`src/npc_consts.svh`:
```
// Core-wide width and address constants, included by every unit that sizes data or registers
`ifndef NPC_CONSTS_SVH
`define NPC_CONSTS_SVH

// ==========================================================================
// Datapath
// ==========================================================================
`define NPC_XLEN      64              // Data and address width
`define NPC_RESET_PC  64'h8000_0000   // First fetch address

// ==========================================================================
// Register file
// ==========================================================================
`define NPC_NREGS     32              // Architectural registers
`define NPC_REG_AW    5               // Register index width
`define NPC_HALT_REG  10              // a0, reported as halt code

`endif

```
`src/rv_isa_pkg.sv`:
```
// RV64 instruction-set encodings shared by the decoder, the datapath and the testbench
`default_nettype none

`include "npc_consts.svh"

package rv_isa_pkg;

  // ==========================================================================
  // Major opcodes (inst[6:0])
  // ==========================================================================
  typedef enum logic [6:0] {
    OP_IMM = 7'b0010011,
    OP     = 7'b0110011,
    LUI    = 7'b0110111,
    AUIPC  = 7'b0010111,
    JAL    = 7'b1101111,
    JALR   = 7'b1100111,
    SYSTEM = 7'b1110011
  } opcode_e;

  // Immediate layouts picked by the decoder
  typedef enum logic [2:0] {
    IMM_I    = 3'b000,
    IMM_U    = 3'b001,
    IMM_S    = 3'b010,
    IMM_B    = 3'b011,
    IMM_J    = 3'b100,
    IMM_NONE = 3'b111
  } imm_fmt_e;

  typedef logic [`NPC_REG_AW-1:0] reg_idx_t;

  // ==========================================================================
  // Function fields
  // ==========================================================================
  localparam logic [2:0]  F3_ADD     = 3'b000;  // addi, add, sub
  localparam logic [2:0]  F3_JALR    = 3'b000;
  localparam logic [2:0]  F3_PRIV    = 3'b000;  // ecall / ebreak group
  localparam logic [6:0]  F7_ADD     = 7'b0000000;
  localparam logic [6:0]  F7_SUB     = 7'b0100000;
  localparam logic [11:0] IMM_EBREAK = 12'h001;

  localparam int unsigned INST_BYTES = 4;       // Fixed 32-bit encoding

endpackage

`default_nettype wire

```
`src/npc_ctrl_pkg.sv`:
```
// Internal control types passed between decode, execute and writeback
`default_nettype none

`include "npc_consts.svh"

package npc_ctrl_pkg;

  // ==========================================================================
  // Datapath selects
  // ==========================================================================
  typedef enum logic [3:0] {
    ALU_ADD    = 4'b0000,
    ALU_SUB    = 4'b0001,
    ALU_PASS_B = 4'b0010,   // lui
    ALU_NONE   = 4'b1111
  } alu_op_e;

  typedef enum logic {
    SRC_A_RS1 = 1'b0,
    SRC_A_PC  = 1'b1
  } src_a_e;

  typedef enum logic [1:0] {
    SRC_B_RS2  = 2'b00,
    SRC_B_IMM  = 2'b01,
    SRC_B_FOUR = 2'b10    // Link address for jal / jalr
  } src_b_e;

  // ==========================================================================
  // Bundles
  // ==========================================================================
  typedef struct packed {
    alu_op_e alu_op;
    src_a_e  src_a;
    src_b_e  src_b;
    logic    wen;
    logic    jump;        // Target pc + imm
    logic    jump_reg;    // Target (rs1 + imm) & ~1
    logic    ebreak;
  } ctrl_t;

  typedef struct packed {
    logic                 valid;
    rv_isa_pkg::reg_idx_t rd;
    logic [`NPC_XLEN-1:0] data;
  } wb_t;

endpackage

`default_nettype wire

```
`src/npc_exu.sv`:
```
// Execute unit; operand selection, ALU and jump target for the single-cycle datapath
`timescale 1ns/1ns
`default_nettype none

`include "npc_consts.svh"

module npc_exu (
  input  logic [`NPC_XLEN-1:0] i_pc,
  input  logic [`NPC_XLEN-1:0] i_rs1_val,
  input  logic [`NPC_XLEN-1:0] i_rs2_val,
  input  logic [`NPC_XLEN-1:0] i_imm,
  input  npc_ctrl_pkg::ctrl_t  i_ctrl,
  output logic [`NPC_XLEN-1:0] o_result,
  output logic                 o_redirect,
  output logic [`NPC_XLEN-1:0] o_target
);

  logic [`NPC_XLEN-1:0] op_a;
  logic [`NPC_XLEN-1:0] op_b;
  logic [`NPC_XLEN-1:0] reg_target;

  // ==========================================================================
  // Operand muxes
  // ==========================================================================
  assign op_a = (i_ctrl.src_a == npc_ctrl_pkg::SRC_A_PC) ? i_pc : i_rs1_val;

  always_comb begin
    case (i_ctrl.src_b)
      npc_ctrl_pkg::SRC_B_IMM:  op_b = i_imm;
      npc_ctrl_pkg::SRC_B_FOUR: op_b = `NPC_XLEN'(rv_isa_pkg::INST_BYTES);
      default:                  op_b = i_rs2_val;
    endcase
  end

  // ==========================================================================
  // ALU
  // ==========================================================================
  always_comb begin
    case (i_ctrl.alu_op)
      npc_ctrl_pkg::ALU_ADD:    o_result = op_a + op_b;
      npc_ctrl_pkg::ALU_SUB:    o_result = op_a - op_b;
      npc_ctrl_pkg::ALU_PASS_B: o_result = op_b;
      default:                  o_result = '0;
    endcase
  end

  // ==========================================================================
  // Jump target
  // ==========================================================================
  assign reg_target = (i_rs1_val + i_imm) & ~`NPC_XLEN'(1);  // jalr clears bit 0

  assign o_redirect = i_ctrl.jump | i_ctrl.jump_reg;
  assign o_target   = i_ctrl.jump_reg ? reg_target : (i_pc + i_imm);

endmodule

`default_nettype wire

```
`config.mk`:
```
export PLATFORM = sky130hd
export DESIGN_NAME = npc_exu
export DESIGN_NICKNAME = d
export VERILOG_FILES = /design/src/rv_isa_pkg.sv /design/src/npc_ctrl_pkg.sv /design/src/npc_exu.sv
export VERILOG_INCLUDE_DIRS = /design/src
export SDC_FILE = /design/constraint.sdc
export NUM_CORES = 1
export LEC_CHECK = 0
export CORE_ASPECT_RATIO = 0.75
export CORE_MARGIN = 3
export CORE_UTILIZATION = 40
export DETAILED_ROUTE_END_ITERATION = 12
export DONT_BUFFER_PORTS = 1
export PLACE_DENSITY = 0.6
export SETUP_SLACK_MARGIN = 0.05
export SLEW_MARGIN = 30
export SYNTH_ARGS = -nofsm -noshare
export SYNTH_HDL_FRONTEND = slang
export SYNTH_SLANG_ARGS = --single-unit
```
`constraint.sdc`:
```
create_clock -name vclk -period 8.1
set_input_delay 0.81 -clock vclk [all_inputs]
set_output_delay 0.81 -clock vclk [all_outputs]
set_load 0.1 [all_outputs]
```
==> results.toml <==
[detailed_routing]
finalWirelength_um = 76700
wl_met3_um = 10100
route.met2.wl_um = 28700
top_layer = "met5"
routedWlPerCell_um = 27.8
ant_nets = 0
drt-initial-drc-count = 2903
dr.pass1.iters = 6
viasPerCell = 6.87
wl_met1_um = 35500
drc = 0
vias = 19000

[logic_synthesis]
ys.warnings.count = 0
syn_nets = 2770
synth_area_um2 = 15400
synthDistinctLibCells = 84
synthSimpleGateAreaFrac_pct = 21.1
synth_fa_ha_area_share_pct = 15.9
yosys.area.top_type = "ha_1"
netlist.area_leader.share_pct = 15.5
synth.avg_cell_area_um2 = 6.67
seq_area_frac_synth_pct = 0
synth_mux_area_share_pct = 5.33
synth_top_family_by_area = "compound AO/OA/AOI/OAI gates"
synth_area_leaders = "ha_1 (16%), a21oi_1 (7.6%), xnor2_1 (7.6%)"
synth_xor_area_share_pct = 13.4
synth-compound-area-share_pct = 39.4
synthCells = 2309

[floorplan]
core_area_um2 = 37600
start_util_pct = 41.0
dieArea_um2 = 40900
die_w_um = 233
io_pins = 396
placementRows = 61
die_y_um = 176

[timing]
fin_crit_sh_pct = 94.3
setup-violations-final = 0
timing.final.hold_violations = 0
finalMaxSlewViolations = 0
max_slew_margin_pct = 32.7
rsz0062_at_grt = "false"
tightest_slew_ns = 0.999
min_period_ns = 7.64
fin_setup_tns_ns = 0
max_freq_ghz = 0.131

[cells_and_area]
areaGrowthSynthToFinish_pct = 14.1
seq_cells = 0
nNetsFinal = 2711
post-route-util_pct = 46.8
seqCellArea_um2 = 0
drive_above_1_share_pct = 13.7
nClkBuffers = 0
final_cells = 2760

[hold_path]
hold_depth = 1
hold_path_class = "in -> out"

[placed_design]
port-buffer-count = 0
place_inst = 2752
dp_hpwl_um = 65900
place_congestion = 1.09

[setup_path]
end_kind = "output port"
critPathKind = "in -> out"
cp_data_required_time_ns = 7.29
crit_path_start_kind = "input pin"
worstPathMaxFanout = 46
crit_arrival_ns = 6.83

[power]
peakVddDrop_v = 0.0000859
p_total_w = 0.00268
p_leak_nw = 7.17
cellPowerDensity_nw_per_um2 = 153

[grt]
antenna_found_initial = 6
grt_max_degree = 128
grt_overflow = 0
grt_pass1_wl_um = 110000
grt_use_total_pct = 35.1
first_global_vias = 16600

[run_status]
status = "finished, final reports clean"

[flow_run]
drv_cap = 0
==> metrics by stage <==
stage | instance area [um2] | hold WS, ns | worst slack, ns
CTS | 17500 | 1.76 | 0.597
finish | 17600 | 1.81 | 0.463
detailed placement | 17500 | 1.76 | 0.586
global route | 17600 | 1.80 | 0.102
global placement | 17100 | 1.82 | 0.684
floorplan | 15500 | 2.04 | 0.0647
==> logic make-up after synthesis <==
kind of cell | after synthesis
compound gates | 956
buf+inv | 197
simple gates | 653
mux | 74
fa+ha+maj | 194
xor+xnor | 235
==> synthesized netlist by cell type, types with 31 or more instances <==
library cell    n
clkbuf_1      129
nor2_1        147
a21oi_1       235
ha_1          191
o21ai_0       183
nand2_1       202
mux2_2         64
o22ai_1        61
a31oi_1        40
a21o_1        137
a22oi_1        60
a211oi_1       31
xor2_1        101
nand4_1        54
o21bai_1       36
xnor2_1       134
nand3_1        50
inv_1          52
==> worst max-delay path, cell delays in order <==
cell and delay (ns):
inv_1 0.04, ha_4 0.54, nor2b_4 0.14, a22oi_1 0.37, ha_1 0.40, nand2_1 0.14, nand4bb_2 0.34, nor3_4 0.33
and3_2 0.29, nand4b_2 0.14, nand3b_4 0.21, a221o_1 0.37, o21ai_1 0.20, xnor2_1 0.09, ha_1 0.39, a21o_1 0.20
a21o_1 0.17, a21oi_1 0.20, o21ai_0 0.12, a2111o_1 0.47, o221ai_1 0.30, xnor2_1 0.21, o22ai_4 0.12, buf_12 0.21
==> cell usage in the layout (no fill, tap or decap), types with 26 or more instances in the layout <==
cell / count
nand2_1: 202
a21o_1: 137
a21oi_1: 217
nor2_1: 147
xnor2_1: 134
nand3_1: 50
a211oi_1: 31
o22ai_2: 53
and3_1: 26
nor3_1: 30
o21ai_1: 29
ha_1: 190
o21ai_0: 148
nand2b_1: 30
o21ai_4: 36
a31oi_1: 39
a22oi_1: 60
mux2_2: 64
nand4_1: 54
o21bai_1: 36
o21a_1: 27
buf_4: 58
xor2_1: 101
inv_1: 52
==> cell type report <==
type / count / area (um2)
well taps: 504 / 631
fillers: 3796 / 20000
inverters: 52 / 195
repair buffers: 84 / 970
multi-input cells: 2112 / 15800
diodes: 8 / 20.0
==> final timing paths <==
kind	from	endpoint	slack [ns]
worst max-delay path	i_ctrl[4]	o_result[63]	0.46
worst min-delay path	i_ctrl[1]	o_target[27]	1.81
==> layer usage <==
metal  global-route usage [%]  vias to the layer above
met4                     8.05                       14
li1                         -                     8584
met1                     55.3                     9023
met2                     46.3                     1228
met3                     8.55                      124
met5                        0                        -
==> report_power, final <==
part | switching (W) | internal, W | total [W]
registers | 0 | 0 | 0
logic | 0.00187 | 0.000815 | 0.00268
clock network | 0 | 0.000000000134 | 0.000000000134
==> repair_timing <==
action,in CTS,in global routing
endpoints found under the setup margin,0,3
gates resized for setup,0,1
hold buffers,0,0
setup buffers,0,0
Note: power is estimated with default switching activity, not from simulation.
