[src/npc_consts.svh]
// Core-wide width and address constants, included by every unit that sizes data or registers
`ifndef NPC_CONSTS_SVH
`define NPC_CONSTS_SVH

// ==========================================================================
// Datapath
// ==========================================================================
`define NPC_XLEN      64              // Data and address width
`define NPC_RESET_PC  64'h8000_0000   // First fetch address

// ==========================================================================
// Register file
// ==========================================================================
`define NPC_NREGS     32              // Architectural registers
`define NPC_REG_AW    5               // Register index width
`define NPC_HALT_REG  10              // a0, reported as halt code

`endif

[src/rv_isa_pkg.sv]
// RV64 instruction-set encodings shared by the decoder, the datapath and the testbench
`default_nettype none

`include "npc_consts.svh"

package rv_isa_pkg;

  // ==========================================================================
  // Major opcodes (inst[6:0])
  // ==========================================================================
  typedef enum logic [6:0] {
    OP_IMM = 7'b0010011,
    OP     = 7'b0110011,
    LUI    = 7'b0110111,
    AUIPC  = 7'b0010111,
    JAL    = 7'b1101111,
    JALR   = 7'b1100111,
    SYSTEM = 7'b1110011
  } opcode_e;

  // Immediate layouts picked by the decoder
  typedef enum logic [2:0] {
    IMM_I    = 3'b000,
    IMM_U    = 3'b001,
    IMM_S    = 3'b010,
    IMM_B    = 3'b011,
    IMM_J    = 3'b100,
    IMM_NONE = 3'b111
  } imm_fmt_e;

  typedef logic [`NPC_REG_AW-1:0] reg_idx_t;

  // ==========================================================================
  // Function fields
  // ==========================================================================
  localparam logic [2:0]  F3_ADD     = 3'b000;  // addi, add, sub
  localparam logic [2:0]  F3_JALR    = 3'b000;
  localparam logic [2:0]  F3_PRIV    = 3'b000;  // ecall / ebreak group
  localparam logic [6:0]  F7_ADD     = 7'b0000000;
  localparam logic [6:0]  F7_SUB     = 7'b0100000;
  localparam logic [11:0] IMM_EBREAK = 12'h001;

  localparam int unsigned INST_BYTES = 4;       // Fixed 32-bit encoding

endpackage

`default_nettype wire

[src/npc_ctrl_pkg.sv]
// Internal control types passed between decode, execute and writeback
`default_nettype none

`include "npc_consts.svh"

package npc_ctrl_pkg;

  // ==========================================================================
  // Datapath selects
  // ==========================================================================
  typedef enum logic [3:0] {
    ALU_ADD    = 4'b0000,
    ALU_SUB    = 4'b0001,
    ALU_PASS_B = 4'b0010,   // lui
    ALU_NONE   = 4'b1111
  } alu_op_e;

  typedef enum logic {
    SRC_A_RS1 = 1'b0,
    SRC_A_PC  = 1'b1
  } src_a_e;

  typedef enum logic [1:0] {
    SRC_B_RS2  = 2'b00,
    SRC_B_IMM  = 2'b01,
    SRC_B_FOUR = 2'b10    // Link address for jal / jalr
  } src_b_e;

  // ==========================================================================
  // Bundles
  // ==========================================================================
  typedef struct packed {
    alu_op_e alu_op;
    src_a_e  src_a;
    src_b_e  src_b;
    logic    wen;
    logic    jump;        // Target pc + imm
    logic    jump_reg;    // Target (rs1 + imm) & ~1
    logic    ebreak;
  } ctrl_t;

  typedef struct packed {
    logic                 valid;
    rv_isa_pkg::reg_idx_t rd;
    logic [`NPC_XLEN-1:0] data;
  } wb_t;

endpackage

`default_nettype wire

[src/npc_idu.sv]
// Instruction decoder; splits the word into register indices, immediate and control bundle
`timescale 1ns/1ns
`default_nettype none

`include "npc_consts.svh"

module npc_idu (
  input  logic [31:0]                 i_inst,
  output rv_isa_pkg::reg_idx_t        o_rs1,
  output rv_isa_pkg::reg_idx_t        o_rs2,
  output rv_isa_pkg::reg_idx_t        o_rd,
  output logic [`NPC_XLEN-1:0]        o_imm,
  output npc_ctrl_pkg::ctrl_t         o_ctrl
);

  rv_isa_pkg::opcode_e  opcode;
  rv_isa_pkg::imm_fmt_e imm_fmt;
  logic [2:0]           funct3;
  logic [6:0]           funct7;

  logic [`NPC_XLEN-1:0] imm_i;
  logic [`NPC_XLEN-1:0] imm_u;
  logic [`NPC_XLEN-1:0] imm_s;
  logic [`NPC_XLEN-1:0] imm_b;
  logic [`NPC_XLEN-1:0] imm_j;

  assign opcode = rv_isa_pkg::opcode_e'(i_inst[6:0]);
  assign funct3 = i_inst[14:12];
  assign funct7 = i_inst[31:25];

  assign o_rs1  = i_inst[19:15];
  assign o_rs2  = i_inst[24:20];
  assign o_rd   = i_inst[11:7];

  // ==========================================================================
  // Immediate layouts
  // ==========================================================================
  assign imm_i = {{52{i_inst[31]}}, i_inst[31:20]};
  assign imm_u = {{32{i_inst[31]}}, i_inst[31:12], 12'b0};
  assign imm_s = {{52{i_inst[31]}}, i_inst[31:25], i_inst[11:7]};
  assign imm_b = {{52{i_inst[31]}}, i_inst[7], i_inst[30:25], i_inst[11:8], 1'b0};
  assign imm_j = {{44{i_inst[31]}}, i_inst[19:12], i_inst[20], i_inst[30:21], 1'b0};

  always_comb begin
    case (imm_fmt)
      rv_isa_pkg::IMM_I: o_imm = imm_i;
      rv_isa_pkg::IMM_U: o_imm = imm_u;
      rv_isa_pkg::IMM_S: o_imm = imm_s;
      rv_isa_pkg::IMM_B: o_imm = imm_b;
      rv_isa_pkg::IMM_J: o_imm = imm_j;
      default:           o_imm = '0;
    endcase
  end

  // ==========================================================================
  // Control decode
  // ==========================================================================
  always_comb begin
    // Anything not matched below retires as a no-op
    imm_fmt         = rv_isa_pkg::IMM_NONE;
    o_ctrl          = '0;
    o_ctrl.alu_op   = npc_ctrl_pkg::ALU_NONE;
    o_ctrl.src_a    = npc_ctrl_pkg::SRC_A_RS1;
    o_ctrl.src_b    = npc_ctrl_pkg::SRC_B_RS2;

    case (opcode)
      rv_isa_pkg::OP_IMM: begin
        if (funct3 == rv_isa_pkg::F3_ADD) begin         // addi
          imm_fmt       = rv_isa_pkg::IMM_I;
          o_ctrl.alu_op = npc_ctrl_pkg::ALU_ADD;
          o_ctrl.src_b  = npc_ctrl_pkg::SRC_B_IMM;
          o_ctrl.wen    = 1'b1;
        end
      end
      rv_isa_pkg::OP: begin
        if (funct3 == rv_isa_pkg::F3_ADD && funct7 == rv_isa_pkg::F7_ADD) begin
          o_ctrl.alu_op = npc_ctrl_pkg::ALU_ADD;
          o_ctrl.wen    = 1'b1;
        end else if (funct3 == rv_isa_pkg::F3_ADD && funct7 == rv_isa_pkg::F7_SUB) begin
          o_ctrl.alu_op = npc_ctrl_pkg::ALU_SUB;
          o_ctrl.wen    = 1'b1;
        end
      end
      rv_isa_pkg::LUI: begin
        imm_fmt       = rv_isa_pkg::IMM_U;
        o_ctrl.alu_op = npc_ctrl_pkg::ALU_PASS_B;
        o_ctrl.src_b  = npc_ctrl_pkg::SRC_B_IMM;
        o_ctrl.wen    = 1'b1;
      end
      rv_isa_pkg::AUIPC: begin
        imm_fmt       = rv_isa_pkg::IMM_U;
        o_ctrl.alu_op = npc_ctrl_pkg::ALU_ADD;
        o_ctrl.src_a  = npc_ctrl_pkg::SRC_A_PC;
        o_ctrl.src_b  = npc_ctrl_pkg::SRC_B_IMM;
        o_ctrl.wen    = 1'b1;
      end
      rv_isa_pkg::JAL: begin
        imm_fmt       = rv_isa_pkg::IMM_J;
        o_ctrl.alu_op = npc_ctrl_pkg::ALU_ADD;          // Link value pc + 4
        o_ctrl.src_a  = npc_ctrl_pkg::SRC_A_PC;
        o_ctrl.src_b  = npc_ctrl_pkg::SRC_B_FOUR;
        o_ctrl.wen    = 1'b1;
        o_ctrl.jump   = 1'b1;
      end
      rv_isa_pkg::JALR: begin
        if (funct3 == rv_isa_pkg::F3_JALR) begin
          imm_fmt         = rv_isa_pkg::IMM_I;
          o_ctrl.alu_op   = npc_ctrl_pkg::ALU_ADD;
          o_ctrl.src_a    = npc_ctrl_pkg::SRC_A_PC;
          o_ctrl.src_b    = npc_ctrl_pkg::SRC_B_FOUR;
          o_ctrl.wen      = 1'b1;
          o_ctrl.jump_reg = 1'b1;
        end
      end
      rv_isa_pkg::SYSTEM: begin
        // Only ebreak with all other fields zero
        if (i_inst[31:7] == {rv_isa_pkg::IMM_EBREAK, 5'b0, rv_isa_pkg::F3_PRIV, 5'b0}) begin
          o_ctrl.ebreak = 1'b1;
        end
      end
      default: ;
    endcase
  end

endmodule

`default_nettype wire

[config.mk]
export PLATFORM = sky130hd
export DESIGN_NAME = npc_idu
export DESIGN_NICKNAME = d
export VERILOG_FILES = /design/src/rv_isa_pkg.sv /design/src/npc_ctrl_pkg.sv /design/src/npc_idu.sv
export VERILOG_INCLUDE_DIRS = /design/src
export SDC_FILE = /design/constraint.sdc
export NUM_CORES = 1
export LEC_CHECK = 0
export BUFFER_PORTS_ARGS = -buffer_cell sky130_fd_sc_hd__buf_2
export CORE_MARGIN = 5
export CORE_UTILIZATION = 35
export DETAILED_ROUTE_END_ITERATION = 8
export GPL_ROUTABILITY_DRIVEN = 1
export GPL_TIMING_DRIVEN = 0
export PLACE_DENSITY = 0.85
export SLEW_MARGIN = 15
export SYNTH_ARGS = -nofsm -noshare
export SYNTH_HDL_FRONTEND = slang
export SYNTH_SLANG_ARGS = --single-unit
[constraint.sdc]
create_clock -name vclk -period 2.7
set_input_delay 0.405 -clock vclk [all_inputs]
set_output_delay 0.405 -clock vclk [all_outputs]
set_load 0.01 [all_outputs]
==> flow_summary.ini <==
[job]
drv_cap = 0

[timing]
rsz0062_at_grt = no
worst_pin_slew_ns = 0.514
setup_viol = 0
hold_viol = 0
slew_viol_final = 0
fmax_mhz = 411
period_needed_ns = 2.43
finalCritPeriodShare_pct = 90.0
slew_headroom_pct = 65.7

[logic_synthesis]
ys_warn_count = 0
synth_top_area_share_pct = 36.7
synth_top_cell_by_area = buf_4
synthTopCellsByArea = buf_4 (37%), nand2_1 (14%), and2_1 (7.3%)
ys_types = 38
netlist_instances = 162
syn_nets = 194
yosysSeqAreaShare_pct = 0
syn_area_per_cell_sq_um = 6.31
syn_area_sq_mm = 0.00102

[global_routing]
grt_usage_pct = 16.4
grt_max_degree = 34
grt_pass1_wl_microns = 5920
gr-total-overflow = 0
antenna_found_initial = 0
grt_pass1_vias = 1331

[detailed_routing]
routed_via_density = 4.39
vias = 1377
drcViolationCount = 0
totalWireLength_microns = 3770
first_iter_violations = 52
firstDrtPassIters = 4
wl_per_cell_microns = 12.0
final_antenna_net_count = 0

[final_layout]
clkbuf_count = 0
final-seq-area_sq_um = 0
area_growth_pct = 63.2
n_sequential_cell = 0
nets = 317
stdcell_area_sq_mm = 0.00167
antennaDiodeCount = 0
drive_gt1_share_pct = 65.0

[floorplan]
dieArea_sq_mm = 0.00410
die_h_microns = 64.0
rows = 19
start_util_pct = 36.8
core_sq_mm = 0.00278
io_pins = 122
die_x_microns = 64.0

[critical_path]
cp-startpoint = i_inst[4]
cp.required_ns = 2.30
cp-start-kind = input pin
cp-end-kind = primary output
cp.arrival_ns = 2.03
crit_fanout = 33
critPathKind = input pin to primary output

[power_and_ir_drop]
cellLeakagePower_nw = 1.21
ir_drop_uv = 73.3
fin_total_pwr_uw = 138
powerDensity_mw_per_mm2 = 83.0

[cts]
cts_setup_buffers = 0
cts-hold-fix-buffers = 0

[placement]
placed_area_sq_mm = 0.00167
gp_congestion = 0.840
io_buffers = 121
hpwl_microns = 3240

[outcome]
status = finished, final reports clean

[worst_hold_path]
hold_class = input pin to primary output
min-delay-start = i_inst[10]
critical path, cell delays in order:
cell	delay, ns
buf_2	0.12
nor2b_1	0.12
buf_4	0.16
a21o_1	0.20
a21oi_1	0.19
and2_2	0.51
buf_4	0.20
buf_2	0.12
final cells by class:
cell class / count / area (sq um)
plain buffers: 56 / 437
fillers: 284 / 1110
inverters: 2 / 7.51
multi-input cells: 104 / 579
well taps: 31 / 38.8
repair buffers: 121 / 606
synth_stat cells, drive strengths merged, types with 2 or more instances:
cell type	number
a21oi	4
and2	12
and3	3
buf	56
inv	2
nand2	39
nand2b	2
nand3	3
nor2	5
nor3	3
nor4	3
nor4b	2
o21ai	9
per-layer routing:
layer,global-route usage [%],wire [microns]
met1,20.3,1510
met2,29.5,1730
met3,4.55,526
met4,0.779,0
met5,0,0
timing repair:
item / CTS / global route
gates resized for setup: 1 / 0
endpoints found under the hold margin: 0 / 0
endpoints found under the setup margin: 33 / 0
cells in the final DEF (no fill, tap or decap), types with 2 or more instances in the layout:
| master | count |
|---|---|
| nor2_1 | 5 |
| nor3_1 | 3 |
| nand2_1 | 39 |
| nand3_1 | 2 |
| buf_6 | 5 |
| buf_4 | 50 |
| and2_1 | 11 |
| o21ai_1 | 8 |
| nor4_1 | 3 |
| and3_1 | 2 |
| nand2b_1 | 2 |
| a21oi_1 | 4 |
| buf_2 | 122 |
| nor4b_1 | 2 |
through the flow:
step	utilization, %	setup TNS [ns]	instances	setup WS (ns)	hold slack [ns]
after CTS	60.0	0	314	0.244	1.10
final	60.0	0	314	0.269	1.10
after floorplan	-	0	162	0.280	0.902
after global routing	60.0	0	314	0.0826	1.11
after detailed placement	59.9	-2.61	314	-0.0960	1.10
after global placement	59.9	-1.35	314	-0.0490	1.10
kinds of logic (layout without fill, tap and decap cells):
kind of cell / Yosys count / after routing / share of synthesized area (%)
buf+inv: 58 / 179 / 43.5
simple gates: 80 / 80 / 41.1
compound gates: 24 / 24 / 15.4
worst paths after layout:
kind	to	slack, ns	cells after the start
min	o_rd[3]	1.10	3
max	o_imm[47]	0.27	8
power breakdown:
part	internal [mW]	total (mW)	switching (mW)
combinational	0.0705	0.138	0.0679
sequential	0	0	0
clock	0	0	0
total	0.0705	0.138	0.0679
Note: power is estimated with default switching activity, not from simulation.
