File: config.mk
export PLATFORM = sky130hd
export DESIGN_NAME = npc_ifu
export DESIGN_NICKNAME = d
export VERILOG_FILES = /design/src/npc_ifu.sv
export VERILOG_INCLUDE_DIRS = /design/src
export SDC_FILE = /design/constraint.sdc
export NUM_CORES = 1
export LEC_CHECK = 0
export ABC_AREA = 0
export CAP_MARGIN = 5
export CORE_MARGIN = 2
export CORE_UTILIZATION = 55
export CTS_CLUSTER_SIZE = 8
export DETAILED_ROUTE_END_ITERATION = 12
export DONT_BUFFER_PORTS = 1
export HOLD_SLACK_MARGIN = 0.1
export PLACE_DENSITY = 0.71
export SLEW_MARGIN = 30
export SYNTH_ARGS = -nofsm -noshare
export SYNTH_HDL_FRONTEND = slang
export SYNTH_SLANG_ARGS = --single-unit
File: constraint.sdc
create_clock -name i_clk -period 2.3 [get_ports i_clk]
set_clock_uncertainty 0.1 [all_clocks]
set_input_delay 0.46 -clock i_clk [delete_from_list [all_inputs] [get_ports i_clk]]
set_output_delay 0.46 -clock i_clk [all_outputs]
set_load 0.01 [all_outputs]
File: src/npc_consts.svh
// Core-wide width and address constants, included by every unit that sizes data or registers
`ifndef NPC_CONSTS_SVH
`define NPC_CONSTS_SVH

// ==========================================================================
// Datapath
// ==========================================================================
`define NPC_XLEN      64              // Data and address width
`define NPC_RESET_PC  64'h8000_0000   // First fetch address

// ==========================================================================
// Register file
// ==========================================================================
`define NPC_NREGS     32              // Architectural registers
`define NPC_REG_AW    5               // Register index width
`define NPC_HALT_REG  10              // a0, reported as halt code

`endif

File: src/npc_ifu.sv
// Fetch unit holding the PC; steps by four or takes a redirect, and freezes on halt
`timescale 1ns/1ns
`default_nettype none

`include "npc_consts.svh"

module npc_ifu (
  input  logic                 i_clk,
  input  logic                 i_rst_n,
  input  logic                 i_redirect,
  input  logic [`NPC_XLEN-1:0] i_target,
  input  logic                 i_halt,
  output logic [`NPC_XLEN-1:0] o_pc
);

  logic [`NPC_XLEN-1:0] pc_q;
  logic [`NPC_XLEN-1:0] pc_seq;
  logic [`NPC_XLEN-1:0] pc_next;

  // ==========================================================================
  // Next PC
  // ==========================================================================
  assign pc_seq  = pc_q + `NPC_XLEN'(4);
  assign pc_next = i_redirect ? i_target : pc_seq;  // jal / jalr win over sequential

  // ==========================================================================
  // PC register
  // ==========================================================================
  always_ff @(posedge i_clk or negedge i_rst_n) begin
    if (!i_rst_n) begin
      pc_q <= `NPC_RESET_PC;
    end else if (!i_halt) begin   // Hold once the core has stopped
      pc_q <= pc_next;
    end
  end

  assign o_pc = pc_q;

endmodule

`default_nettype wire

==> results of run 1 <==
[worst paths after layout]
| kind | slack (ns) | cells after the start | endpoint |
|---|---|---|---|
| setup / recovery | 0.07 | 7 | o_pc[36]$_DFFE_PN0N_ |
| hold / removal | 0.12 | 2 | o_pc[0]$_DFFE_PN0P_ |
| setup reg to reg | 0.07 | 7 | o_pc[36]$_DFFE_PN0N_ |
| hold reg to reg | 0.45 | 2 | o_pc[1]$_DFFE_PN0P_ |
| max in group asynchronous | 1.19 | 2 | o_pc[31]$_DFFE_PN1N_ |
| min in group asynchronous | 0.56 | 2 | o_pc[24]$_DFFE_PN0N_ |
[power groups by stage]
stage	Combinational, mW	Sequential, mW	Clock (mW)
6_report	0.836	1.52	1.16
5_1_grt	0.925	1.54	1.23
4_1_cts	0.821	1.51	1.17
3_5_place_dp	0.785	1.53	0
3_3_place_gp	0.762	1.52	0
2_1_floorplan	0.452	1.57	0
[area by class of cell]
type | instances | area, sq um | area share [%]
inverter | 15 | 56.3 | 1.10
clock buffer | 14 | 173 | 3.36
clock inverter | 2 | 60.1 | 1.17
antenna | 1 | 2.50 | 0.0487
timing repair buffer | 63 | 520 | 10.1
tap | 102 | 128 | 2.48
sequential | 64 | 1600 | 31.2
multi-input combinational | 416 | 2600 | 50.5
[metal layers]
| metal | global-route usage, % | wire [um] | up-vias |
|---|---|---|---|
| met3 | 10.7 | 1520 | 22 |
| met1 | 43.2 | 5680 | 2222 |
| met5 | 0 | 0 | - |
| met2 | 50.4 | 6600 | 254 |
| met4 | 10.8 | 265 | 0 |
| li1 | - | - | 2161 |
[stage by stage]
stage / total power [mW] / hold WS (ns) / util [%] / TNS [ns] / cell area [sq um]
3_3_place_gp: 2.29 / 0.0670 / 62.6 / 0 / 4820
4_1_cts: 3.50 / 0.106 / 66.2 / 0 / 5090
6_report: 3.52 / 0.122 / 66.9 / 0 / 5140
2_1_floorplan: 2.03 / 0.0644 / - / 0 / 4360
5_1_grt: 3.69 / 0.121 / 66.9 / -0.0398 / 5140
3_5_place_dp: 2.32 / 0.0661 / 62.6 / 0 / 4820
[logic make-up after synthesis]
kind of cell / count (synthesis) / share of synthesized area, %
compound gates: 140 / 22.3
xor+xnor: 1 / 0.201
fa+ha+maj: 1 / 0.287
buf+inv: 51 / 4.62
flops: 64 / 36.7
mux: 8 / 1.89
simple gates: 266 / 34.0
[repair_timing]
action,CTS,global route
hold buffers,2,0
endpoints found under the setup margin,0,14
endpoints found under the hold margin,64,0
gates resized for setup,0,7
setup buffers,0,2
[critical path, cell delays in order, from the launching register on]
cell and delay [ns]:
dfrtp_1 0.45, nand4_1 0.29, nor2_1 0.25, buf_4 0.19
nand3_2 0.10, buf_4 0.20, or4_1 0.47, nand3_1 0.10
[cells in the final DEF, fill, tap and decap left out, drive strengths merged, types with 3 or more instances in the layout]
cell / count
a211oi: 3
a21oi: 30
a222oi: 4
a22oi: 12
a2bb2oi: 5
a311o: 7
a311oi: 4
a32oi: 4
and3: 16
and4: 6
buf: 62
clkbuf: 14
dfrtp: 63
inv: 14
mux2i: 6
nand2: 57
nand2b: 4
nand3: 38
nand4: 33
nor2: 32
nor2b: 5
nor3: 26
nor4: 22
o211ai: 6
o21ai: 32
o22a: 6
o22ai: 3
o311ai: 4
o31a: 4
or3: 6
or4: 13
==> metrics.txt, run 1 <==
outcome=finished clean; largest cells by area after synthesis=dfrtp_1 (36%), nand2_1 (4.9%), nand4_1 (4.6%); sequential fraction of the synthesis area=36.7%; Tcrit/Tclk final=96.8%; number of synthesized register bits=64; drt wl/cell=20.8 um; Data arrival, critical path=2.41 ns; asr flop ratio synth=100%; Starting Density=56.8%; power share of the sequential group=43.2%; IO Count=132; Die Span Y=93.1 um; core box area=0.00769 sq mm; hold crit path type=in2reg; final wirelength=14,100 um; pre-CTS WS=0.0718 ns; Clock Path Buffers=2; post-route ant nets=0; Area Overhead vs Synth=17.8%; DRT iter0 DRCs=376; Max Fclk=449 MHz; syn nets=600; CTS buffer count=9; critical hold path startpoint=i_target[0]; DRT Pass-1 Iters=5; nets@finish=638; Post-DP HPWL=9370 um; synthesized area=0.00436 sq mm; Tot GR Track Use=32.6%; RePlAce Congestion=0.906; min cycle time layout=2.23 ns; Critical Path Start Type=flip-flop; Post-synth top cells=dfrtp_1 (63), nand2_1 (57), nand3_1 (34); final hold violation count=0; Clock power frac=33.0%; Port Buf Inserts=0; placed cells=656; CTS tree=yes; Remaining DRCs=0; slew margin rel.=63.2%; Pleak=2.01 nW; vias per cell=6.88; clock-pin slew on the worst setup and hold paths=0.07 ns; max reg flops=64; reg-to-reg startpoint=o_pc[26]$_DFFE_PN0N_; Clock Sinks=64; Die W=93.1 um; critical path class=reg2reg; cell taking the most area after synthesis=dfrtp_1; CTS HTree Levels=3; max-cap viol count=0; WP data required=2.48 ns; top-count cell post-synth=dfrtp_1; Final setup viols=0; layout filler cell count=663; largest net degree at the start of global routing=95; Final Slew Violations=0; CTS root buf=clkbuf_8; Post-synth EDFFs=0; P_int=2.34 mW; Critical Path Start=o_pc[26]$_DFFE_PN0N_; Congestion Overflow GR=0; initial antenna violation count=1; slack of the critical path=0.0743 ns; row count=32; Clock Latency Late Sink=0.35 ns; CP Max Fanout=9; DR vias=4,659; Layout Cells excl Fill=677; vias in the first global route=4,355; Power Density=684 mW/mm^2; first-pass GRT wire length=22,200 um; yosys warns=0; layout cells sized above 1=16.7%; die area=0.00866 sq mm; Switch Pwr=1.17 mW; average cell area after synthesis=8.22 sq um; part of the power in combinational logic=23.8%; Tightest Pin Transition=0.547 ns; CP endpoint kind=flip-flop; Max IR drop VDD=415 uV; Cells after Synth=531; Switching Share=33.4%; Yosys cell types=59; top_reg_cell synth=dfrtp_1; post-synth top area share=36.1%
Power figures use the tool's default switching activity.
==> run 2: changes to the inputs <==
Clock period 2.3 ns to 2 ns, I/O delays scaled along.
==> metrics.txt, run 2 (synthesis gave the netlist of run 1 again) <==
Clock Path Buffers=2 (unchanged); Power Density=752 mW/mm^2 (was 684 mW/mm^2); hold crit path type=in2reg (unchanged); R2R setup slack=-0.18 ns (was 0.07 ns); Clock Latency Late Sink=0.35 ns (about the same); initial antenna violation count=0 (was 1); Final setup viols=21 (was 0); power share of the sequential group=37.5% (was 43.2%); largest net degree at the start of global routing=85 (was 95); Final Instance Area=0.00600 sq mm (was 0.00514 sq mm); CP Max Fanout=9 (unchanged); setup TNS=-1.03 ns (was 0 ns); Die W=93.1 um (unchanged); CTS tree=yes (unchanged); CP endpoint kind=flip-flop (unchanged); DR vias=5,161 (was 4,659); Die Span Y=93.1 um (unchanged); reg2reg end=o_pc[56]$_DFFE_PN0N_ (was o_pc[36]$_DFFE_PN0N_); vias in the first global route=5,061 (was 4,355); outcome=finished with violations (was finished clean); placed cells=712 (was 656); RePlAce Congestion=1.03 (was 0.906); Congestion Overflow GR=0 (unchanged); final wirelength=16,200 um (was 14,100 um); RSZ-0062 raised after global routing=yes; Placement Cell Area=0.00527 sq mm (was 0.00482 sq mm); failing checks=negative setup slack; WP data required=2.16 ns (was 2.48 ns); slew margin rel.=63.5% (was 63.2%); DRT iter0 DRCs=511 (was 376); slack of the critical path=-0.182 ns (was 0.0743 ns); Data arrival, critical path=2.34 ns (was 2.41 ns); nets@finish=719 (was 638); Tcrit/Tclk final=109% (was 96.8%); final hold violation count=0 (unchanged); drt wl/cell=21.4 um (was 20.8 um); first-pass GRT wire length=25,400 um (was 22,200 um); reg-to-reg startpoint=o_pc[31]$_DFFE_PN1N_ (was o_pc[26]$_DFFE_PN0N_); post-layout util=78.0% (was 66.9%); Port Buf Inserts=0 (unchanged); CTS HTree Levels=3 (unchanged); critical hold path startpoint=i_target[38] (was i_target[0]); Layout Cells excl Fill=757 (was 677); DRT Pass-1 Iters=7 (was 5); CTS buffer count=9 (unchanged); layout cells sized above 1=31.1% (was 16.7%); Final Slew Violations=0 (unchanged); Critical Path Start Type=flip-flop (unchanged); part of the power in combinational logic=28.4% (was 23.8%); max-cap viol count=0 (unchanged); row count=32 (unchanged); Post-DP HPWL=10,800 um (was 9370 um); Max Fclk=458 MHz (was 449 MHz); Max IR drop VDD=470 uV (was 415 uV); Tot GR Track Use=37.2% (was 32.6%); Area Overhead vs Synth=37.5% (was 17.8%); die area=0.00866 sq mm (unchanged); Clock Sinks=64 (unchanged); critical path class=reg2reg (unchanged); Switch Pwr=1.47 mW (was 1.17 mW); core box area=0.00769 sq mm (unchanged); Pleak=2.46 nW (was 2.01 nW); Clock power frac=34.2% (was 33.0%); IO Count=132 (unchanged); Switching Share=32.6% (was 33.4%); worst hold endpoint=o_pc[38]$_DFFE_PN0N_ (was o_pc[0]$_DFFE_PN0P_); Tightest Pin Transition=0.546 ns (was 0.547 ns); # diodes=0 (was 1); most frequent cells in the layout=buf_4 (125), nand2_1 (55), dfrtp_1 (55) (was dfrtp_1 (63), buf_4 (59), nand2_1 (57)); hold path cells=2 (unchanged); post-route ant nets=0 (unchanged); most common cell after layout, fill and taps aside=buf_4 (was dfrtp_1); CTS root buf=clkbuf_8 (unchanged); Remaining DRCs=0 (unchanged); P_int=3.04 mW (was 2.34 mW); vias per cell=6.82 (was 6.88); total power=4.51 mW (was 3.52 mW); min cycle time layout=2.18 ns (was 2.23 ns); pre-CTS WS=-0.312 ns (was 0.0718 ns); worst r2r path cells=6 (was 7); max reg flops=64 (unchanged); Starting Density=56.8% (unchanged); hold slack=0.109 ns (was 0.122 ns); clock-pin slew on the worst setup and hold paths=0.08 ns (was 0.07 ns)
==> run 2: cell count changes in the layout (fill, tap and decap cells not counted), moves of 4 or more <==
cell / delta
buf_4: +66
dlygate4sd3_1: +9
dfrtp_1: -8
dfrtp_2: +8
buf_6: +6
nand3_1: -4
nor4_1: -4
==> run 2: final cells by class <==
class                   instances  area (sq um)
multi-input cells             416          2760
fillers                       555          1690
flip-flops and latches         64          1610
repair buffers                144          1170
clock buffers                  11           141
clock inverters                 5           128
well taps                     102           128
inverters                      15          57.6
==> run 2: how the worst max path moves through the flow <==
| stage | from | end | depth (start not counted) |
|---|---|---|---|
| 2_1_floorplan | o_pc[31]$_DFFE_PN1N_ | o_pc[52]$_DFFE_PN0N_ | 5 |
| 3_3_place_gp | o_pc[31]$_DFFE_PN1N_ | o_pc[61]$_DFFE_PN0N_ | 6 |
| 3_5_place_dp | o_pc[31]$_DFFE_PN1N_ | o_pc[61]$_DFFE_PN0N_ | 6 |
| 4_1_cts | o_pc[20]$_DFFE_PN0N_ | o_pc[61]$_DFFE_PN0N_ | 6 |
| 5_1_grt | o_pc[31]$_DFFE_PN1N_ | o_pc[52]$_DFFE_PN0N_ | 6 |
| 6_report | o_pc[31]$_DFFE_PN1N_ | o_pc[56]$_DFFE_PN0N_ | 6 |
==> run 2: layer usage <==
metal	track usage (%)	routed length, um	vias up
met2	57.1	7590	308
met1	49.8	6420	2489
met5	0	0	-
met3	8.78	1670	46
met4	17.4	485	0
li1	-	-	2318
==> run 2: power groups by stage <==
stage / clock, mW / sequential, mW / combinational [mW]
floorplan: 0 / 1.83 / 0.536
global placement: 0 / 1.69 / 1.12
detailed placement: 0 / 1.70 / 1.15
CTS: 1.55 / 1.68 / 1.23
global route: 1.59 / 1.72 / 1.38
finish: 1.54 / 1.69 / 1.28
==> run 2: critical path, cell delays in order, from the launching register on <==
cell	delay (ns)
dfstp_2	0.56
nand2_2	0.05
or4_4	0.55
nor4b_4	0.31
buf_6	0.18
a311oi_1	0.10
nor3_1	0.23
==> run 2: timing repair <==
action | in CTS | in global routing
pin swaps | 14 | 19
gates resized for setup | 12 | 33
hold buffers | 11 | 0
buffers inserted | 6 | 12
gates cloned | 0 | 0
hold endpoints to repair | 84 | 0
setup endpoints to repair | 27 | 39
