### config.mk
export PLATFORM = sky130hd
export DESIGN_NAME = npc_wbu
export DESIGN_NICKNAME = d
export VERILOG_FILES = /design/src/rv_isa_pkg.sv /design/src/npc_ctrl_pkg.sv /design/src/npc_wbu.sv
export VERILOG_INCLUDE_DIRS = /design/src
export SDC_FILE = /design/constraint.sdc
export NUM_CORES = 1
export LEC_CHECK = 0
export BUFFER_PORTS_ARGS = -buffer_cell sky130_fd_sc_hd__buf_2
export CORE_ASPECT_RATIO = 0.7
export CORE_MARGIN = 10
export CORE_UTILIZATION = 38
export DETAILED_ROUTE_END_ITERATION = 8
export PLACE_DENSITY_LB_ADDON = 0.08
export SLEW_MARGIN = 0
export SYNTH_ARGS = -nofsm -noshare
export SYNTH_HDL_FRONTEND = slang
export SYNTH_SLANG_ARGS = --single-unit
export TNS_END_PERCENT = 50
### constraint.sdc
create_clock -name i_clk -period 1.59 [get_ports i_clk]
set_input_delay 0.0795 -clock i_clk [delete_from_list [all_inputs] [get_ports i_clk]]
set_output_delay 0.0795 -clock i_clk [all_outputs]
set_load 0.05 [all_outputs]
### src/npc_consts.svh
// Core-wide width and address constants, included by every unit that sizes data or registers
`ifndef NPC_CONSTS_SVH
`define NPC_CONSTS_SVH

// ==========================================================================
// Datapath
// ==========================================================================
`define NPC_XLEN      64              // Data and address width
`define NPC_RESET_PC  64'h8000_0000   // First fetch address

// ==========================================================================
// Register file
// ==========================================================================
`define NPC_NREGS     32              // Architectural registers
`define NPC_REG_AW    5               // Register index width
`define NPC_HALT_REG  10              // a0, reported as halt code

`endif

### src/rv_isa_pkg.sv
// RV64 instruction-set encodings shared by the decoder, the datapath and the testbench
`default_nettype none

`include "npc_consts.svh"

package rv_isa_pkg;

  // ==========================================================================
  // Major opcodes (inst[6:0])
  // ==========================================================================
  typedef enum logic [6:0] {
    OP_IMM = 7'b0010011,
    OP     = 7'b0110011,
    LUI    = 7'b0110111,
    AUIPC  = 7'b0010111,
    JAL    = 7'b1101111,
    JALR   = 7'b1100111,
    SYSTEM = 7'b1110011
  } opcode_e;

  // Immediate layouts picked by the decoder
  typedef enum logic [2:0] {
    IMM_I    = 3'b000,
    IMM_U    = 3'b001,
    IMM_S    = 3'b010,
    IMM_B    = 3'b011,
    IMM_J    = 3'b100,
    IMM_NONE = 3'b111
  } imm_fmt_e;

  typedef logic [`NPC_REG_AW-1:0] reg_idx_t;

  // ==========================================================================
  // Function fields
  // ==========================================================================
  localparam logic [2:0]  F3_ADD     = 3'b000;  // addi, add, sub
  localparam logic [2:0]  F3_JALR    = 3'b000;
  localparam logic [2:0]  F3_PRIV    = 3'b000;  // ecall / ebreak group
  localparam logic [6:0]  F7_ADD     = 7'b0000000;
  localparam logic [6:0]  F7_SUB     = 7'b0100000;
  localparam logic [11:0] IMM_EBREAK = 12'h001;

  localparam int unsigned INST_BYTES = 4;       // Fixed 32-bit encoding

endpackage

`default_nettype wire

### src/npc_ctrl_pkg.sv
// Internal control types passed between decode, execute and writeback
`default_nettype none

`include "npc_consts.svh"

package npc_ctrl_pkg;

  // ==========================================================================
  // Datapath selects
  // ==========================================================================
  typedef enum logic [3:0] {
    ALU_ADD    = 4'b0000,
    ALU_SUB    = 4'b0001,
    ALU_PASS_B = 4'b0010,   // lui
    ALU_NONE   = 4'b1111
  } alu_op_e;

  typedef enum logic {
    SRC_A_RS1 = 1'b0,
    SRC_A_PC  = 1'b1
  } src_a_e;

  typedef enum logic [1:0] {
    SRC_B_RS2  = 2'b00,
    SRC_B_IMM  = 2'b01,
    SRC_B_FOUR = 2'b10    // Link address for jal / jalr
  } src_b_e;

  // ==========================================================================
  // Bundles
  // ==========================================================================
  typedef struct packed {
    alu_op_e alu_op;
    src_a_e  src_a;
    src_b_e  src_b;
    logic    wen;
    logic    jump;        // Target pc + imm
    logic    jump_reg;    // Target (rs1 + imm) & ~1
    logic    ebreak;
  } ctrl_t;

  typedef struct packed {
    logic                 valid;
    rv_isa_pkg::reg_idx_t rd;
    logic [`NPC_XLEN-1:0] data;
  } wb_t;

endpackage

`default_nettype wire

### src/npc_wbu.sv
// Writeback unit; builds the register write and retire report, and latches the ebreak halt
`timescale 1ns/1ns
`default_nettype none

`include "npc_consts.svh"

module npc_wbu (
  input  logic                 i_clk,
  input  logic                 i_rst_n,
  input  rv_isa_pkg::reg_idx_t i_rd,
  input  npc_ctrl_pkg::ctrl_t  i_ctrl,
  input  logic [`NPC_XLEN-1:0] i_result,
  input  logic [`NPC_XLEN-1:0] i_halt_val,
  output npc_ctrl_pkg::wb_t    o_wb,
  output logic                 o_halt,
  output logic [`NPC_XLEN-1:0] o_halt_code
);

  logic                 halt_q;
  logic [`NPC_XLEN-1:0] halt_code_q;

  // ==========================================================================
  // Register write / retire report
  // ==========================================================================
  assign o_wb.valid = i_ctrl.wen & ~halt_q;  // Nothing retires after halt
  assign o_wb.rd    = i_rd;
  assign o_wb.data  = i_result;

  // ==========================================================================
  // Halt latch
  // ==========================================================================
  always_ff @(posedge i_clk or negedge i_rst_n) begin
    if (!i_rst_n) begin
      halt_q      <= 1'b0;
      halt_code_q <= '0;
    end else if (i_ctrl.ebreak && !halt_q) begin
      halt_q      <= 1'b1;
      halt_code_q <= i_halt_val;     // a0 at the ebreak edge
    end
  end

  assign o_halt      = halt_q;
  assign o_halt_code = halt_code_q;

endmodule

`default_nettype wire

==> results of run 1 <==
-- per-layer routing --
metal / GRT usage / up-vias
met5: 0 / -
met4: 0.0861 / 0
met3: 0.110 / 47
met2: 0.196 / 138
met1: 0.143 / 943
li1: - / 899
-- final timing paths --
path	startpoint	end	slack [ns]	cells after the start
setup / recovery	o_halt$_DFFE_PN0P_	o_halt_code[63]$_DFFE_PN0P_	0.18	3
hold reg to reg	o_halt_code[29]$_DFFE_PN0P_	o_halt_code[29]$_DFFE_PN0P_	0.50	1
setup reg to reg	o_halt$_DFFE_PN0P_	o_halt_code[63]$_DFFE_PN0P_	0.18	3
min in group asynchronous	i_rst_n	o_halt_code[62]$_DFFE_PN0P_	0.31	3
max in group asynchronous	i_rst_n	o_halt_code[30]$_DFFE_PN0P_	1.01	3
hold / removal	i_result[57]	o_wb[57]	0.16	0
-- report_power, final --
group,leakage [nW],internal [mW],switching [mW]
logic,1.29,0.527,0.919
clock network,0.153,1.34,0.680
registers,0.801,1.85,0.100
total,2.24,3.71,1.70
-- stage by stage --
| stage | power [mW] | instance area (um2) | instances | worst slack (ns) |
|---|---|---|---|---|
| after CTS | 5.51 | 4420 | 456 | 0.154 |
| after floorplan | 3.38 | 3260 | 208 | 0.102 |
| after global placement | 3.29 | 3450 | 374 | 0.190 |
| final | 5.41 | 4430 | 457 | 0.180 |
| after global routing | 5.65 | 4430 | 457 | 0.122 |
| after detailed placement | 3.30 | 3450 | 374 | 0.166 |
-- final cells by class --
type	instances	area [um2]
diodes	1	2.50
clock buffers	14	274
clock inverters	2	35.0
fillers	725	3980
multi-input cells	67	975
flip-flops and latches	65	1630
well taps	105	131
repair buffers	203	1380
-- cell usage after synthesis --
cell / number
sky130_fd_sc_hd__buf_4: 69
sky130_fd_sc_hd__dfrtp_1: 65
sky130_fd_sc_hd__mux2_4: 60
sky130_fd_sc_hd__buf_12: 7
sky130_fd_sc_hd__mux2_2: 4
sky130_fd_sc_hd__and2b_2: 1
sky130_fd_sc_hd__nor2b_4: 1
sky130_fd_sc_hd__or2_2: 1
-- registers in the layout (all words and copies together), names as in the netlist --
name	flops
o_halt_code	64
o_halt	1
-- critical path, stage by stage (launching register included) --
cell	delay (ns)
sky130_fd_sc_hd__dfrtp_1	0.43
sky130_fd_sc_hd__nor2b_4	0.17
sky130_fd_sc_hd__buf_12	0.29
sky130_fd_sc_hd__mux2_2	0.38
-- cells by family after synthesis --
family        count (synthesis)  synth area share
buf+inv                      76             0.202
mux                          64             0.290
flops                        65             0.499
simple gates                  3           0.00883
-- timing repair --
| action | 4_1_cts | 5_1_grt |
|---|---|---|
| setup endpoints to repair | 0 | 0 |
| gates resized for setup | 0 | 0 |
| hold endpoints to repair | 130 | 0 |
| hold buffers | 66 | 0 |
==> results.yml, run 1 <==
die:
  fp.dieW_um: 131
  boundaryPins: 281
  initial_utilization: 0.388
  die_area_um2: 12700
  die_height_um: 97.5
  placementRows: 28
  design.core.area_um2: 8410
sta:
  skew_ns: 0.00566
  final-setup-viol-count: 0
  rsz_0062_raised_after_global_routing: "no"
  setup_tns_ns: 0
  timing.final.hold_violations: 0
  tightestPinTransition_ns: 0.353
  holdWs_ns: 0.159
  layout_worst_path_cycle_share: 0.887
  timing.final.max_slew_violations: 0
  period_minus_slack_ns: 1.41
  maxSlewHeadroom: 0.765
  max_clock_freq_mhz: 709
global_route:
  grt_pass1_wl_mm: 13.7
  grt_util_all_layers: 0.140
  grt_remaining_overflow: 0
  antenna_violations_before_repair: 1
  first_global_vias: 2315
  largest_net_degree_at_the_start_of_global_routing: 66
clock_tree:
  cts_max_path_buffers: 2
  cell_chosen_for_the_clock_root: "sky130_fd_sc_hd__clkbuf_16"
  cts.clk_slew.worst_paths_ns: 0.05
  cts-buffers-inserted: 9
  clock_latency_ns: 0.33
  tritoncts_clock_tree: "built"
  cts_post_setup_buffers_inserted: 0
  cts_max_level: 3
  tritoncts_num_sinks: 65
yosys:
  postSynthRegisterBits: 65
  synth.largest_area_cell: "sky130_fd_sc_hd__dfrtp_1"
  syn_nets: 354
  mappedNetlistArea_um2: 3260
  syn-mean-instance-area_um2: 15.7
  post_synth_num_cell_types: 8
  synth_top_cells_by_area: "sky130_fd_sc_hd__dfrtp_1 50%, sky130_fd_sc_hd__mux2_4 28%, sky130_fd_sc_hd__buf_4 16%"
  yosysWarningCount: 0
  syn-instance-count: 208
  synth_top_area_frac: 0.499
  yosysSeqAreaShare: 0.499
worst_setup_path:
  highest_net_fanout_along_the_worst_path: 39
  cp_data_required_time_ns: 1.80
  worst_path_class_setup: "flop to flop"
  crit_path_start_kind: "flop"
  worstSetupEndpointType: "flop"
  worst-endpoint-arrival_ns: 1.62
route:
  wl_met2_mm: 3.95
  avgViaCountPerCell: 4.44
  routed.top_layer: "met4"
  totalWireLength_mm: 9.12
  routed-via-count: 2027
  postRouteAntennaNets: 0
  met1Wirelength_mm: 3.32
  drt_drc_violations_left: 0
  drtPass1Iterations: 2
  initialDrtViolationCount: 59
  wire_per_inst_um: 20.0
  met3RoutedLength_mm: 1.47
run_status:
  status: "finished clean"
pwr:
  leakagePower_nw: 2.24
  vdd_ir_drop_max_mv: 0.715
  power.density_cell_area_nw_per_um2: 1220
cells_and_area:
  fin_util: 0.526
  drive_above_1_share: 0.621
  most_used_cells_in_the_layout_excluding_fill_and_tap_cells: "133 x sky130_fd_sc_hd__buf_2, 66 x sky130_fd_sc_hd__dlygate4sd3_1, 65 x sky130_fd_sc_hd__dfrtp_1"
  design.final.nets: 492
  area_delta_synth_final_pct: 35.8
  mostFrequentLayoutCell: "sky130_fd_sc_hd__buf_2"
placement:
  port_buffers: 133
  place.detailed.hpwl_mm: 6.42
  place_congestion: 0.683
worst_hold_path:
  min_path_type: "input pin to output pin"
flow_run:
  drv.max_cap_violation_count: 0
No activity file was read; power rests on OpenSTA's default activity.
==> run 2: changes to the inputs <==
- GPL_TIMING_DRIVEN: unset -> 0
==> run 2 against run 1 <==
Largest cell class is now non-clock buffers. Flip-flop and latch count is the same. Maximum frequency grew 6.7%. Largest power group is now combinational logic. Sequential share of layout area shrank 6.3 points. Clock power shrank 2%. Cell count grew 30%. Die area is the same. Wire length grew 17%.
==> results.yml, run 2 (synthesized netlist as in run 1, its figures left out) <==
worst_hold_path:
  min_path_type: "input pin to flop"
pwr:
  vdd_ir_drop_max_mv: 0.551
  leakagePower_nw: 2.86
  power_total_mw: 5.92
  power.density_cell_area_nw_per_um2: 1110
run_status:
  status: "finished clean"
clock_tree:
  cts.clk_slew.worst_paths_ns: 0.05
  cts_max_path_buffers: 2
  cell_chosen_for_the_clock_root: "sky130_fd_sc_hd__clkbuf_16"
  cts_max_level: 3
  clock_latency_ns: 0.31
  tritoncts_num_sinks: 65
  post_cts_resize_count: 0
  hold_buffers: 61
  tritoncts_clock_tree: "built"
  cts-buffers-inserted: 9
  cts_post_setup_buffers_inserted: 0
die:
  initial_utilization: 0.388
  die_area_um2: 12700
  placementRows: 28
  die_height_um: 97.5
  boundaryPins: 281
  design.core.area_um2: 8410
  fp.dieW_um: 131
route:
  totalWireLength_mm: 10.7
  drtPass1Iterations: 4
  avgViaCountPerCell: 4.21
  wire_per_inst_um: 18.0
  initialDrtViolationCount: 87
  routed-via-count: 2497
  drt_drc_violations_left: 0
  postRouteAntennaNets: 0
global_route:
  largest_net_degree_at_the_start_of_global_routing: 66
  grt_util_all_layers: 0.159
  antenna_violations_before_repair: 0
  grt_pass1_wl_mm: 16.1
  first_global_vias: 2846
  grt_remaining_overflow: 0
worst_setup_path:
  library_cell_contributing_the_largest_single_delay_on_the_critical_path: "sky130_fd_sc_hd__dfrtp_1"
  path_buf_inv: 2
  worstSetupEndpointType: "flop"
  worst-endpoint-arrival_ns: 1.51
  crit_path_start_kind: "flop"
  most_prevalent_standard_cell_on_the_critical_path: "sky130_fd_sc_hd__buf_12"
  worst_path_class_setup: "flop to flop"
  crit_family: "flip-flops"
  highest_net_fanout_along_the_worst_path: 10
  cp_data_required_time_ns: 1.78
  crit_chain: "nor2b_4 -> buf_12 -> buf_12 -> mux2_4"
  cp_slowest_stage_delay_ns: 0.42
sta:
  final-setup-viol-count: 0
  skew_ns: 0.00524
  timing.final.hold_violations: 0
  layout_setup_ws_ns: 0.268
  tightestPinTransition_ns: 0.822
  layout_worst_path_cycle_share: 0.832
  maxSlewHeadroom: 0.452
  holdWs_ns: 0.00985
  timing.final.max_slew_violations: 0
  period_minus_slack_ns: 1.32
  max_clock_freq_mhz: 756
  setup_tns_ns: 0
  rsz_0062_raised_after_global_routing: "no"
flow_run:
  drv.max_cap_violation_count: 0
cells_and_area:
  antenna_cells: 0
  design.final.nets: 629
  fin_util: 0.634
  final.fill_count: 664
  drive_above_1_share: 0.736
  most_used_cells_in_the_layout_excluding_fill_and_tap_cells: "201 x sky130_fd_sc_hd__buf_2, 70 x sky130_fd_sc_hd__buf_4, 65 x sky130_fd_sc_hd__dfrtp_1"
  area_delta_synth_final_pct: 63.6
  layout.cell_area.non_filler_um2: 5330
  layout.cells.non_filler: 593
  number_of_flip_flops_under_the_largest_register_name: 64
  mostFrequentLayoutCell: "sky130_fd_sc_hd__buf_2"
placement:
  placed_cell_area_um2: 4400
  place_congestion: 0.708
  dp_worst_setup_slack_ns: 0.259
  port_buffers: 202
  place.detailed.hpwl_mm: 8.18
  numPlacedInstances: 515
## run 2: path summary, 6_finish.rpt
kind / from / endpoint / slack [ns] / depth (start not counted)
max reg2reg: o_halt$_DFFE_PN0P_ / o_halt_code[18]$_DFFE_PN0P_ / 0.27 / 4
max in group asynchronous: i_rst_n / o_halt_code[17]$_DFFE_PN0P_ / 0.64 / 2
min reg2reg: o_halt_code[14]$_DFFE_PN0P_ / o_halt_code[14]$_DFFE_PN0P_ / 0.50 / 1
min: i_halt_val[16] / o_halt_code[16]$_DFFE_PN0P_ / 0.01 / 2
max: o_halt$_DFFE_PN0P_ / o_halt_code[18]$_DFFE_PN0P_ / 0.27 / 4
min in group asynchronous: i_rst_n / o_halt_code[62]$_DFFE_PN0P_ / 0.39 / 2
## run 2: routing by layer
metal  wire length (um)  vias up  track usage
li1                   -     1174            -
met3               1280        5       0.0851
met1               4050     1169        0.168
met2               5280      149        0.272
met5                  0        -            0
met4                 48        0       0.0350
## run 2: final cells by class
class,instances,area (um2),share of cell area
clock inverters,2,35.0,0.00657
well taps,105,131,0.0246
plain buffers,76,658,0.123
multi-input cells,67,975,0.183
clock buffers,14,274,0.0514
flip-flops and latches,65,1630,0.305
repair buffers,264,1630,0.306
## run 2: power by group
group / internal (mW) / switching [mW] / total, mW
sequential: 1.85 / 0.102 / 1.95
combinational: 0.682 / 1.31 / 1.99
clock: 1.34 / 0.645 / 1.98
total: 3.87 / 2.05 / 5.92
==> run 3: changes to the inputs <==
- ABC_AREA: unset -> 1
- CORE_UTILIZATION: 38 -> 35
- clock period: 1.59 -> 1.1 ns (I/O delays scaled with it)
==> run 3 against run 2 <==
Wire length rose by 14%. Synthesized area rose by 1.2%. First-iteration DRC count rose by 5.7%. Via count rose by 30%. Combinational power fell by 40%. Largest power group is now the clock network.
==> results.yml, run 3 <==
run_status:
  status: "finished clean"
route:
  wl_met2_mm: 6.21
  met3RoutedLength_mm: 1.21
  met1Wirelength_mm: 4.59
  routed-via-count: 3248
  avgViaCountPerCell: 4.26
  initialDrtViolationCount: 92
  wire_per_inst_um: 15.9
  drt_drc_violations_left: 0
  routed.top_layer: "met4"
  drtPass1Iterations: 4
  totalWireLength_mm: 12.1
  postRouteAntennaNets: 0
worst_setup_path:
  worst-endpoint-arrival_ns: 1.31
  cp_data_required_time_ns: 1.31
  highest_net_fanout_along_the_worst_path: 9
  worstSetupEndpointType: "flop"
  crit_path_start_kind: "flop"
  worst_path_class_setup: "flop to flop"
  timing.reg2reg.worst_path_depth: 6
die:
  die_area_um2: 13800
  die_height_um: 101
  boundaryPins: 281
  placementRows: 29
  fp.dieW_um: 136
  initial_utilization: 0.362
  design.core.area_um2: 9110
pwr:
  leakagePower_nw: 3.31
  vdd_ir_drop_max_mv: 0.839
  power.density_cell_area_nw_per_um2: 1090
yosys:
  yosysWarningCount: 0
  yosysSeqAreaShare: 0.493
  post_synth_num_cell_types: 12
  count_of_flip_flops_with_a_built_in_enable_after_synthesis: 0
  syn-mean-instance-area_um2: 9.37
  synth_ff_type: "sky130_fd_sc_hd__dfrtp_1"
  synth_top_area_frac: 0.493
  async_reset_ff_frac: 1.00
  postSynthRegisterBits: 65
  synth_most_common_cell: "sky130_fd_sc_hd__nand2_1"
  syn_nets: 498
  mappedNetlistArea_um2: 3300
  syn-instance-count: 352
  yosys-top-cells-count: "80 x sky130_fd_sc_hd__nand2_1, 72 x sky130_fd_sc_hd__buf_4, 65 x sky130_fd_sc_hd__dfrtp_1, 64 x sky130_fd_sc_hd__nand3_1, 50 x sky130_fd_sc_hd__nand2_2"
  synth_top_cells_by_area: "sky130_fd_sc_hd__dfrtp_1 49%, sky130_fd_sc_hd__buf_4 16%, sky130_fd_sc_hd__nand3_1 9.7%"
  synth.largest_area_cell: "sky130_fd_sc_hd__dfrtp_1"
clock_tree:
  tritoncts_num_sinks: 65
  cts-buffers-inserted: 9
  cts_max_level: 3
  tritoncts_clock_tree: "built"
  cell_chosen_for_the_clock_root: "sky130_fd_sc_hd__clkbuf_16"
  clock_latency_ns: 0.33
  cts_max_path_buffers: 2
  cts.clk_slew.worst_paths_ns: 0.06
sta:
  period_minus_slack_ns: 1.10
  tightestPinTransition_ns: 0.611
  max_clock_freq_mhz: 910
  timing.final.hold_violations: 0
  maxSlewHeadroom: 0.593
  layout_worst_path_cycle_share: 0.998
  setup_tns_ns: 0
  rsz_0062_raised_after_global_routing: "yes"
  final-setup-viol-count: 0
  holdWs_ns: 0.190
  timing.final.max_slew_violations: 0
  skew_ns: 0.00758
cells_and_area:
  area_delta_synth_final_pct: 69.9
  drive_above_1_share: 0.583
  layout.cell_area.non_filler_um2: 5600
  multi_input_comb_area_um2: 1000
  final.fill_count: 820
  mostFrequentLayoutCell: "sky130_fd_sc_hd__buf_2"
  most_used_cells_in_the_layout_excluding_fill_and_tap_cells: "203 x sky130_fd_sc_hd__buf_2, 76 x sky130_fd_sc_hd__buf_4, 70 x sky130_fd_sc_hd__nand2_1"
  seq_area_um2: 1630
  number_of_flip_flops_under_the_largest_register_name: 64
  antenna_cells: 0
  design.final.nets: 782
placement:
  port_buffers: 202
  place_congestion: 0.756
  place.detailed.hpwl_mm: 8.69
  placed_cell_area_um2: 4470
worst_hold_path:
  min_path_type: "input pin to flop"
  hold_depth: 4
global_route:
  largest_net_degree_at_the_start_of_global_routing: 66
  first_global_vias: 3485
  grt_remaining_overflow: 0
  grt_pass1_wl_mm: 18.3
  antenna_violations_before_repair: 0
  grt_util_all_layers: 0.167
flow_run:
  drv.max_cap_violation_count: 0
run 3: cell types whose count changed after synthesis, sizes merged, moves of 2 or more:
cell / delta
nand3: +64
inv: +2
buf: +13
mux2: -64
nand2: +130
run 3: through the flow:
stage                     utilization  power (mW)  cells  setup slack [ns]
after floorplan                     -        3.15    352           -0.0809
after global placement          0.490        3.45    678            -0.486
after detailed placement        0.491        3.46    678           -0.0530
after CTS                       0.591        6.18    756           -0.0282
after global routing            0.615        6.35    762           -0.0530
final                           0.615        6.10    762           0.00166
run 3: routing by layer:
| layer | global-route usage | vias to the layer above |
|---|---|---|
| met2 | 0.294 | 135 |
| met4 | 0.0416 | 0 |
| met5 | 0 | - |
| met3 | 0.0801 | 12 |
| li1 | - | 1606 |
| met1 | 0.177 | 1495 |
run 3: final timing paths:
| path | start | end | slack, ns |
|---|---|---|---|
| setup / recovery | o_halt$_DFFE_PN0P_ | o_halt_code[33]$_DFFE_PN0P_ | 0.002 |
| hold / removal | i_ctrl[0] | o_halt_code[60]$_DFFE_PN0P_ | 0.19 |
| setup reg to reg | o_halt$_DFFE_PN0P_ | o_halt_code[33]$_DFFE_PN0P_ | 0.002 |
| hold reg to reg | o_halt_code[61]$_DFFE_PN0P_ | o_halt_code[61]$_DFFE_PN0P_ | 0.47 |
| max in group asynchronous | i_rst_n | o_halt$_DFFE_PN0P_ | 0.33 |
| min in group asynchronous | i_rst_n | o_halt_code[47]$_DFFE_PN0P_ | 0.30 |
run 3: area by class of cell:
cell class,count,area share
Buffer,90,0.133
Clock buffer,12,0.0440
Clock inverter,1,0.000893
Inverter,2,0.00179
Multi-Input combinational cell,195,0.178
Sequential cell,65,0.291
Tap cell,124,0.0277
Timing Repair Buffer,273,0.323
run 3: cells by family after synthesis:
family	share of synthesized area
DFF	0.493
buffers and inverters	0.222
and+or+nand+nor	0.284
run 3: critical path: stages (launching register included):
cell	delay (ns)
sky130_fd_sc_hd__dfrtp_2	0.43
sky130_fd_sc_hd__inv_4	0.08
sky130_fd_sc_hd__nand2_4	0.05
sky130_fd_sc_hd__buf_12	0.16
sky130_fd_sc_hd__clkbuf_16	0.17
sky130_fd_sc_hd__nand2_2	0.05
sky130_fd_sc_hd__nand2_1	0.04
run 3: where the power goes:
part | switching [mW] | internal [mW] | total, mW | leakage (nW)
registers | 0 | 2.39 | 2.39 | 0.903
logic | 0.716 | 0.488 | 1.20 | 2.29
clock network | 0.962 | 1.54 | 2.51 | 0.124
run 3: timing repair:
action	4_1_cts	5_1_grt
hold buffers	65	0
cloned	0	5
hold endpoints to repair	129	0
gates resized for setup	3	33
endpoints found under the setup margin	51	124
setup buffers	0	1
